### config.mk
export PLATFORM = sky130hd
export DESIGN_NAME = ecc_arith_top
export DESIGN_NICKNAME = d
export VERILOG_FILES = /design/src/hdl/ecc_field_pkg.sv /design/src/hdl/ecc_instr_pkg.sv /design/src/hdl/ecc_add_sub_mod.sv /design/src/hdl/ecc_arith_top.sv /design/src/hdl/ecc_fau.sv /design/src/hdl/ecc_instr_decoder.sv /design/src/hdl/ecc_montgomery_mult.sv /design/src/hdl/ecc_operand_regfile.sv
export SDC_FILE = /design/constraint.sdc
export NUM_CORES = 2
export LEC_CHECK = 0
export BUFFER_PORTS_ARGS = -buffer_cell sky130_fd_sc_hd__clkbuf_2
export CORE_UTILIZATION = 36
export DETAILED_ROUTE_END_ITERATION = 12
export SLEW_MARGIN = 20
export SYNTH_ARGS = -nofsm -noshare
export SYNTH_HDL_FRONTEND = slang
export SYNTH_SLANG_ARGS = --single-unit
export TNS_END_PERCENT = 20
### constraint.sdc
create_clock -name clk -period 13.1 [get_ports clk]
set_input_delay 1.31 -clock clk [delete_from_list [all_inputs] [get_ports clk]]
set_output_delay 1.31 -clock clk [all_outputs]
set_load 0.1 [all_outputs]
### src/hdl/ecc_field_pkg.sv
// Field widths for the arithmetic datapath
// operand_t and digit_t follow the defaults here; REG_SIZE and RADIX overrides must match them
// REG_SIZE must be a multiple of RADIX

package ecc_field_pkg;

    //------------------------------
    // Default widths
    //------------------------------

    // Field element width in bits
    localparam int REG_SIZE = 32;

    // Multiplier digit width in bits
    localparam int RADIX = 8;

    // Digits per operand
    localparam int NUM_DIGITS = REG_SIZE / RADIX;

    //------------------------------
    // Datapath types
    //------------------------------

    // One field element, always below the prime when stored
    typedef logic [REG_SIZE-1:0] operand_t;

    // One multiplier digit, also the width of mu
    typedef logic [RADIX-1:0] digit_t;

endpackage

### src/hdl/ecc_instr_pkg.sv
// Instruction word layout for the field engine
// Word is opcode, destination, source A, source B from MSB down

package ecc_instr_pkg;

    //------------------------------
    // Register file addressing
    //------------------------------

    localparam int REG_ADDR_W = 3;
    localparam int NUM_REGS   = 1 << REG_ADDR_W;

    typedef logic [REG_ADDR_W-1:0] reg_addr_t;

    // Operation codes, NOP is never accepted
    typedef enum logic [1:0] {
        NOP = 2'b00,
        ADD = 2'b01,
        SUB = 2'b10,
        MUL = 2'b11
    } opcode_t;

    //------------------------------
    // Instruction word fields
    //------------------------------

    localparam int INSTR_W   = 11;
    localparam int OPCODE_MSB = 10;
    localparam int OPCODE_LSB = 9;
    localparam int DEST_MSB   = 8;
    localparam int DEST_LSB   = 6;
    localparam int SRC_A_MSB  = 5;
    localparam int SRC_A_LSB  = 3;
    localparam int SRC_B_MSB  = 2;
    localparam int SRC_B_LSB  = 0;

    typedef logic [INSTR_W-1:0] instr_t;

endpackage

### src/hdl/ecc_add_sub_mod.sv
// Modular add or subtract in one registered cycle
// Operands must already be below prime_i for the result to stay below it

module ecc_add_sub_mod
    import ecc_field_pkg::*;
#(
    parameter int REG_SIZE = ecc_field_pkg::REG_SIZE
) (
    input  logic     clk,
    input  logic     reset_n,

    input  logic     add_en_i,
    input  logic     sub_i,
    input  operand_t opa_i,
    input  operand_t opb_i,
    input  operand_t prime_i,

    output operand_t res_o,
    output logic     ready_o
);

    logic [REG_SIZE:0] sum;
    logic [REG_SIZE:0] sum_red;
    logic [REG_SIZE:0] diff;
    operand_t          diff_fix;
    operand_t          add_res;
    operand_t          sub_res;
    operand_t          res_q;
    logic              ready_q;

    // Sum with carry, then try removing p
    assign sum     = {1'b0, opa_i} + {1'b0, opb_i};
    assign sum_red = sum - {1'b0, prime_i};
    // MSB of sum_red set means sum < p
    assign add_res = sum_red[REG_SIZE] ? sum[REG_SIZE-1:0] : sum_red[REG_SIZE-1:0];

    // Difference with borrow, add p back on borrow
    assign diff     = {1'b0, opa_i} - {1'b0, opb_i};
    assign diff_fix = diff[REG_SIZE-1:0] + prime_i;
    assign sub_res  = diff[REG_SIZE] ? diff_fix : diff[REG_SIZE-1:0];

    always_ff @(posedge clk or negedge reset_n) begin
        if (!reset_n) begin
            ready_q <= 1'b0;
        end else begin
            ready_q <= add_en_i;
        end
    end

    // Result register
    always_ff @(posedge clk) begin
        if (add_en_i) begin
            res_q <= sub_i ? sub_res : add_res;
        end
    end

    assign res_o   = res_q;
    assign ready_o = ready_q;

endmodule

### src/hdl/ecc_arith_top.sv
// Field engine top; prime_i and mu_i must be held while an operation runs
// mu_i = -prime^-1 mod 2^RADIX, prime odd and above 2

module ecc_arith_top
    import ecc_field_pkg::*;
    import ecc_instr_pkg::*;
#(
    parameter int REG_SIZE = ecc_field_pkg::REG_SIZE,
    parameter int RADIX    = ecc_field_pkg::RADIX
) (
    input  logic      clk,
    input  logic      reset_n,

    // Instructions
    input  logic      instr_valid_i,
    input  instr_t    instr_i,

    // Modulus
    input  operand_t  prime_i,
    input  digit_t    mu_i,

    // Host access
    input  logic      load_en_i,
    input  reg_addr_t load_addr_i,
    input  operand_t  load_data_i,
    input  reg_addr_t rd_addr_i,
    output operand_t  rd_data_o,

    // Status
    output logic      busy_o,
    output logic      done_o
);

    logic      add_en;
    logic      sub;
    logic      mult_en;
    reg_addr_t src_a;
    reg_addr_t src_b;
    reg_addr_t dest;
    operand_t  opa;
    operand_t  opb;
    operand_t  res;
    logic      fau_done;

    ecc_instr_decoder i_decoder (
        .clk           (clk),
        .reset_n       (reset_n),
        .instr_valid_i (instr_valid_i),
        .instr_i       (instr_i),
        .fau_done_i    (fau_done),
        .add_en_o      (add_en),
        .sub_o         (sub),
        .mult_en_o     (mult_en),
        .src_a_o       (src_a),
        .src_b_o       (src_b),
        .dest_o        (dest),
        .busy_o        (busy_o)
    );

    ecc_fau #(
        .REG_SIZE (REG_SIZE),
        .RADIX    (RADIX)
    ) i_fau (
        .clk       (clk),
        .reset_n   (reset_n),
        .add_en_i  (add_en),
        .sub_i     (sub),
        .mult_en_i (mult_en),
        .prime_i   (prime_i),
        .mult_mu_i (mu_i),
        .opa_i     (opa),
        .opb_i     (opb),
        .res_o     (res),
        .done_o    (fau_done)
    );

    // Write-back lands on the edge after fau_done
    ecc_operand_regfile #(
        .REG_SIZE (REG_SIZE)
    ) i_regfile (
        .clk         (clk),
        .reset_n     (reset_n),
        .load_en_i   (load_en_i),
        .load_addr_i (load_addr_i),
        .load_data_i (load_data_i),
        .rd_addr_i   (rd_addr_i),
        .rd_data_o   (rd_data_o),
        .src_a_i     (src_a),
        .src_b_i     (src_b),
        .opa_o       (opa),
        .opb_o       (opb),
        .wb_en_i     (fau_done),
        .wb_addr_i   (dest),
        .wb_data_i   (res)
    );

    assign done_o = fau_done;

endmodule

### src/hdl/ecc_fau.sv
// Field arithmetic unit, one operation at a time
// Strobes are registered once here, so units see them one cycle after the decoder

module ecc_fau
    import ecc_field_pkg::*;
#(
    parameter int REG_SIZE = ecc_field_pkg::REG_SIZE,
    parameter int RADIX    = ecc_field_pkg::RADIX
) (
    input  logic     clk,
    input  logic     reset_n,

    input  logic     add_en_i,
    input  logic     sub_i,
    input  logic     mult_en_i,
    input  operand_t prime_i,
    input  digit_t   mult_mu_i,
    input  operand_t opa_i,
    input  operand_t opb_i,

    output operand_t res_o,
    output logic     done_o
);

    logic     add_en_q;
    logic     sub_q;
    logic     mult_start_q;
    logic     mult_start_dly_q;
    logic     mult_start_edge;

    operand_t mult_res;
    logic     mult_ready;
    operand_t add_res;
    logic     add_ready;

    //------------------------------
    // Strobe registers
    //------------------------------
    always_ff @(posedge clk or negedge reset_n) begin
        if (!reset_n) begin
            add_en_q         <= 1'b0;
            sub_q            <= 1'b0;
            mult_start_q     <= 1'b0;
            mult_start_dly_q <= 1'b0;
        end else begin
            add_en_q         <= add_en_i;
            sub_q            <= sub_i;
            mult_start_q     <= mult_en_i;
            mult_start_dly_q <= mult_start_q;
        end
    end

    // Multiplier starts on the rising edge only
    assign mult_start_edge = mult_start_q & ~mult_start_dly_q;

    //------------------------------
    // Arithmetic units
    //------------------------------
    ecc_montgomery_mult #(
        .REG_SIZE (REG_SIZE),
        .RADIX    (RADIX)
    ) i_mult (
        .clk       (clk),
        .reset_n   (reset_n),
        .start_i   (mult_start_edge),
        .opa_i     (opa_i),
        .opb_i     (opb_i),
        .n_i       (prime_i),
        .n_prime_i (mult_mu_i),
        .p_o       (mult_res),
        .ready_o   (mult_ready)
    );

    ecc_add_sub_mod #(
        .REG_SIZE (REG_SIZE)
    ) i_add_sub (
        .clk      (clk),
        .reset_n  (reset_n),
        .add_en_i (add_en_q),
        .sub_i    (sub_q),
        .opa_i    (opa_i),
        .opb_i    (opb_i),
        .prime_i  (prime_i),
        .res_o    (add_res),
        .ready_o  (add_ready)
    );

    // Never both ready, one op in flight
    assign done_o = mult_ready | add_ready;
    assign res_o  = mult_ready ? mult_res : add_res;

endmodule

### src/hdl/ecc_instr_decoder.sv
// Accepts one instruction at a time; anything arriving while busy is dropped
// Addresses stay valid from accept until the next accepted instruction

module ecc_instr_decoder
    import ecc_instr_pkg::*;
(
    input  logic      clk,
    input  logic      reset_n,

    input  logic      instr_valid_i,
    input  instr_t    instr_i,
    input  logic      fau_done_i,

    output logic      add_en_o,
    output logic      sub_o,
    output logic      mult_en_o,
    output reg_addr_t src_a_o,
    output reg_addr_t src_b_o,
    output reg_addr_t dest_o,
    output logic      busy_o
);

    opcode_t   opcode;
    logic      accept;
    logic      busy_q;

    // Field split
    assign opcode = opcode_t'(instr_i[OPCODE_MSB:OPCODE_LSB]);

    // Only when idle, NOP ignored
    assign accept = instr_valid_i && !busy_q && (opcode != NOP);

    // Strobes last one cycle after accept
    always_ff @(posedge clk or negedge reset_n) begin
        if (!reset_n) begin
            add_en_o  <= 1'b0;
            sub_o     <= 1'b0;
            mult_en_o <= 1'b0;
            busy_q    <= 1'b0;
        end else begin
            // Adder serves both ADD and SUB, sub selects the mode
            add_en_o  <= accept && ((opcode == ADD) || (opcode == SUB));
            sub_o     <= accept && (opcode == SUB);
            mult_en_o <= accept && (opcode == MUL);
            if (accept) begin
                busy_q <= 1'b1;
            end else if (fau_done_i) begin
                busy_q <= 1'b0;
            end
        end
    end

    // Addresses held for the operand reads and write-back
    always_ff @(posedge clk) begin
        if (accept) begin
            dest_o  <= instr_i[DEST_MSB:DEST_LSB];
            src_a_o <= instr_i[SRC_A_MSB:SRC_A_LSB];
            src_b_o <= instr_i[SRC_B_MSB:SRC_B_LSB];
        end
    end

    assign busy_o = busy_q;

endmodule

### src/hdl/ecc_montgomery_mult.sv
// Word-serial Montgomery multiply, p = a * b * 2^-REG_SIZE mod n
// Needs a, b < n, n odd, and n_prime = -n^-1 mod 2^RADIX; result valid while ready_o is high

module ecc_montgomery_mult
    import ecc_field_pkg::*;
#(
    parameter int REG_SIZE = ecc_field_pkg::REG_SIZE,
    parameter int RADIX    = ecc_field_pkg::RADIX
) (
    input  logic     clk,
    input  logic     reset_n,

    input  logic     start_i,
    input  operand_t opa_i,
    input  operand_t opb_i,
    input  operand_t n_i,
    input  digit_t   n_prime_i,

    output operand_t p_o,
    output logic     ready_o
);

    localparam int DIGITS = REG_SIZE / RADIX;
    localparam int CNT_W  = $clog2(DIGITS + 1);
    // Accumulator stays below 2n, plus one digit before the shift
    localparam int ACC_W  = REG_SIZE + RADIX + 1;

    typedef enum logic [1:0] {
        IDLE,
        ITER,
        SUB,
        OUT
    } state_e;

    state_e              state_q;
    logic [CNT_W-1:0]    cnt_q;
    logic                ready_q;

    operand_t            a_q;
    operand_t            b_q;
    operand_t            n_q;
    logic [REG_SIZE:0]   acc_q;
    operand_t            p_q;

    digit_t              a_digit;
    digit_t              q_digit;
    logic [ACC_W-1:0]    t_sum;
    logic [ACC_W-1:0]    t_red;
    logic [REG_SIZE:0]   acc_sub;

    //------------------------------
    // Digit step
    //------------------------------
    assign a_digit = a_q[RADIX-1:0];

    // acc + a_i * B
    assign t_sum = ACC_W'(acc_q) + ACC_W'(a_digit) * ACC_W'(b_q);

    // Multiple of n that clears the low digit
    assign q_digit = t_sum[RADIX-1:0] * n_prime_i;

    // Low digit of t_red is zero here
    assign t_red = t_sum + ACC_W'(q_digit) * ACC_W'(n_q);

    // Final correction, MSB set means acc < n
    assign acc_sub = acc_q - {1'b0, n_q};

    // Control
    always_ff @(posedge clk or negedge reset_n) begin
        if (!reset_n) begin
            state_q <= IDLE;
            cnt_q   <= '0;
            ready_q <= 1'b0;
        end else begin
            ready_q <= 1'b0;
            case (state_q)
                IDLE: begin
                    cnt_q <= '0;
                    if (start_i) begin
                        state_q <= ITER;
                    end
                end
                ITER: begin
                    cnt_q <= cnt_q + 1'b1;
                    if (cnt_q == CNT_W'(DIGITS - 1)) begin
                        state_q <= SUB;
                    end
                end
                SUB: state_q <= OUT;
                OUT: begin
                    ready_q <= 1'b1;
                    state_q <= IDLE;
                end
                default: state_q <= IDLE;
            endcase
        end
    end

    // Datapath
    always_ff @(posedge clk) begin
        if (state_q == IDLE && start_i) begin
            a_q   <= opa_i;
            b_q   <= opb_i;
            n_q   <= n_i;
            acc_q <= '0;
        end
        if (state_q == ITER) begin
            acc_q <= t_red[ACC_W-1:RADIX];
            a_q   <= a_q >> RADIX;
        end
        if (state_q == SUB) begin
            p_q <= acc_sub[REG_SIZE] ? acc_q[REG_SIZE-1:0] : acc_sub[REG_SIZE-1:0];
        end
    end

    assign p_o     = p_q;
    assign ready_o = ready_q;

endmodule

### src/hdl/ecc_operand_regfile.sv
// Eight operand registers, cleared by reset
// Write-back beats a host load to the same address; all reads are combinational

module ecc_operand_regfile
    import ecc_field_pkg::*;
    import ecc_instr_pkg::*;
#(
    parameter int REG_SIZE = ecc_field_pkg::REG_SIZE
) (
    input  logic      clk,
    input  logic      reset_n,

    // Host side
    input  logic      load_en_i,
    input  reg_addr_t load_addr_i,
    input  operand_t  load_data_i,
    input  reg_addr_t rd_addr_i,
    output operand_t  rd_data_o,

    // Engine side
    input  reg_addr_t src_a_i,
    input  reg_addr_t src_b_i,
    output operand_t  opa_o,
    output operand_t  opb_o,
    input  logic      wb_en_i,
    input  reg_addr_t wb_addr_i,
    input  operand_t  wb_data_i
);

    logic [REG_SIZE-1:0] regs_q [NUM_REGS];

    //------------------------------
    // Write ports
    //------------------------------
    always_ff @(posedge clk or negedge reset_n) begin
        if (!reset_n) begin
            for (int i = 0; i < NUM_REGS; i++) begin
                regs_q[i] <= '0;
            end
        end else begin
            if (load_en_i) begin
                regs_q[load_addr_i] <= load_data_i;
            end
            // Later assignment wins on an address clash
            if (wb_en_i) begin
                regs_q[wb_addr_i] <= wb_data_i;
            end
        end
    end

    //------------------------------
    // Read ports
    //------------------------------
    assign rd_data_o = regs_q[rd_addr_i];
    assign opa_o     = regs_q[src_a_i];
    assign opb_o     = regs_q[src_b_i];

endmodule

==> metrics <==
status finished clean; most numerous cell on the critical path fa_1; vias 38990; flops & latches, synth 473; Top Family by Delay on Critical Path adder cells; non-filler cells, final between 7000 and 8000; min-delay src i_decoder.sub_o$_DFF_PN0_; DRT iter0 DRCs 2878; setup violators final 0; routed wire length 150.7 mm; WS Path Type flip-flop to flip-flop; Setup Skew 0.03787 ns; die extent in y 383.9 um; post-synth net total ~6200; Netlist Area Pre-Place ~52000 um2; metal2 WL about 70 mm; CTS tree yes; Fill cells roughly 14000; EDFF count, synth between 150 and 200; Starting Density 36.41%; Max transition margin around a fifth; initial antenna violation count 12; via/cell ratio 5.380; Max Slew Vio Count 0; FF+latch area about 13000 um2; placed insts 7136; std cell rows 139; top sig layer met5; met3 WL post-DR 9.116 mm; DR pass1 iterations 6; Ys Warns 0; Remaining DRCs 0; final setup TNS 0 ns; Reg clk slew, reported paths 0.06 ns; FMAX 83.54 MHz; fraction of layout cells with a size suffix above 1 11.92%; post-synthesis sequential area ratio 24.32%; Setup Fix Bufs, Post-CTS 0; die width 383.9 um; Hold Path Cell Cnt 0; CTS Buffer Depth 3; DR WL/cell 20.79 um; post-synthesis instance total 5325; Slew @ Worst Pin 1.219 ns; TritonCTS Sinks 473; core area 144200 um2; synthesized area per cell 9.859 um2; Hold Crit Class flip-flop to flip-flop; worst path bufs/invs 9; Worst setup SP type flip-flop; WHS Endpoint i_fau.sub_q$_DFF_PN0_; Hold Violations, Final 0; R2R depth 44; ys flop type dfrtp_1; Post-DRT Antenna Nets 0; CP Data Arrival Time 12.36 ns; largest net degree at the start of global routing 94; Post-CTS Resized 0; Final nets 6138; vias in the first global route 39950; Tmin final 11.97 ns; slowest CP cell fa_1; crit end category flip-flop; Crit Reg-Reg Startpoint i_fau.i_mult.a_q[0]$_DFFE_PP_; IO Port Bufs 126; global-route wire length before repair 235.7 mm; GRT Total Usage between 20 and 25%; reg2reg end i_fau.i_mult.acc_q[31]$_SDFFCE_PN0P_; CTS root buf clkbuf_16; MaxCap Viol Count 0; fin crit share a little over 90%; Die ar. 147400 um2; routability cong. 0.9102; hpwl dp 111.1 mm; number of buffers created by CTS 56; commonest non-fill, non-tap cell in the layout inv_1; reg2reg setup slack 1.13 ns; worst skew pair latency 0.66 ns; # H-tree levels 2; GRT overflow 0; Worst Path Required 13.49 ns; Syn-to-layout area delta 8.456%; unrepaired setup endpoints after global routing false; io pins roughly 130; crit path max fanout 31; multi-input logic area 36110 um2; CP max stage delay 0.53 ns; Synth cell types 90; Critical path origin i_fau.i_mult.a_q[0]$_DFFE_PP_; M1 wire length ~70 mm; most frequent cells in the layout 705 x inv_1, 490 x nand2_1, 447 x fa_1; Async S/R FF share, synth 57.29%; hold buffer count at CTS 0
[area by class of cell]
cell class                      instances  area share, %
Multi-Input combinational cell       3871          63.42
Clock inverter                         30         0.7120
Sequential cell                       473          22.42
Clock buffer                           74          2.705
Antenna cell                            6        0.02637
Inverter                              707          4.661
Timing Repair Buffer                  182          1.868
Tap cell                             1903          4.182
[metal layers]
metal  GRT usage [%]  up-vias
li1                -    17990
met1           28.66    19690
met2           33.46     1083
met3           2.938      214
met4           4.995       12
met5               0        -
[synthesized netlist by cell type (73+ instances only)]
cell / count / share of area, %
a21o_1: 73 / 1.0
a21oi_1: 292 / 2.8
and2_1: 348 / 4.1
clkbuf_1: 217 / 1.6
dfrtp_1: 271 / 13
edfxtp_1: 194 / 11
fa_1: 447 / 17
ha_1: 307 / 7.3
inv_1: 705 / 5.0
mux2_2: 133 / 2.9
mux2i_1: 378 / 7.2
mux4_2: 192 / 8.2
nand2_1: 490 / 3.5
nor2_1: 236 / 1.7
o21ai_0: 286 / 2.7
xnor2_1: 157 / 2.6
[flip-flops by register name, indices dropped and copies added, names as in the netlist, 32 cells and up]
register,flops
i_regfile.regs_q,256
i_fau.i_mult.acc_q,33
i_fau.i_add_sub.res_o,32
i_fau.i_mult.a_q,32
i_fau.i_mult.b_q,32
i_fau.i_mult.n_q,32
i_fau.i_mult.p_o,32
[logic make-up (layout without fill, tap and decap cells)]
group / after synthesis / after routing / share of synthesized area [%]
multiplexers: 706 / 706 / 18.38
adder cells (fa/ha/maj): 754 / 754 / 24.36
buffers and inverters: 981 / 993 / 7.093
other: 0 / 6 / 0
AO/OA/AOI/OAI: 875 / 875 / 10.04
AND/OR/NAND/NOR: 1325 / 1325 / 12.23
XOR/XNOR: 211 / 211 / 3.570
flip-flops: 473 / 473 / 24.32
[how the worst max path moves through the flow]
stage	end	cells after the start
6_report	i_fau.i_mult.acc_q[31]$_SDFFCE_PN0P_	44
3_3_place_gp	i_fau.i_mult.acc_q[25]$_SDFFCE_PN0P_	44
4_1_cts	i_fau.i_mult.acc_q[31]$_SDFFCE_PN0P_	44
2_1_floorplan	i_fau.i_mult.acc_q[25]$_SDFFCE_PN0P_	43
5_1_grt	i_fau.i_mult.acc_q[24]$_SDFFCE_PN0P_	44
3_5_place_dp	i_fau.i_mult.acc_q[31]$_SDFFCE_PN0P_	44
[stage by stage]
stage	hold slack [ns]	setup WS, ns	cell area [um2]	utilization [%]
5_1_grt	0.3574	0.5936	56930	39.49
2_1_floorplan	0.3312	2.024	52500	-
4_1_cts	0.3499	1.132	56920	39.48
3_5_place_dp	0.3364	1.154	54980	38.13
3_3_place_gp	0.3337	1.251	54980	38.13
6_report	0.3462	1.130	56940	39.49
[worst reg2reg max path: cells and delay by family, from the launching register on]
kind            cells  cell delay (ns)
flops               1             0.49
buf+inv             9             1.03
compound gates      9             2.29
xor+xnor            5             0.80
fa+ha+maj          14             5.97
simple gates        7             1.14
Power is left out: the tool's default activity adds up to more than one toggle a clock period on the data nets, which glitch-free logic cannot reach.
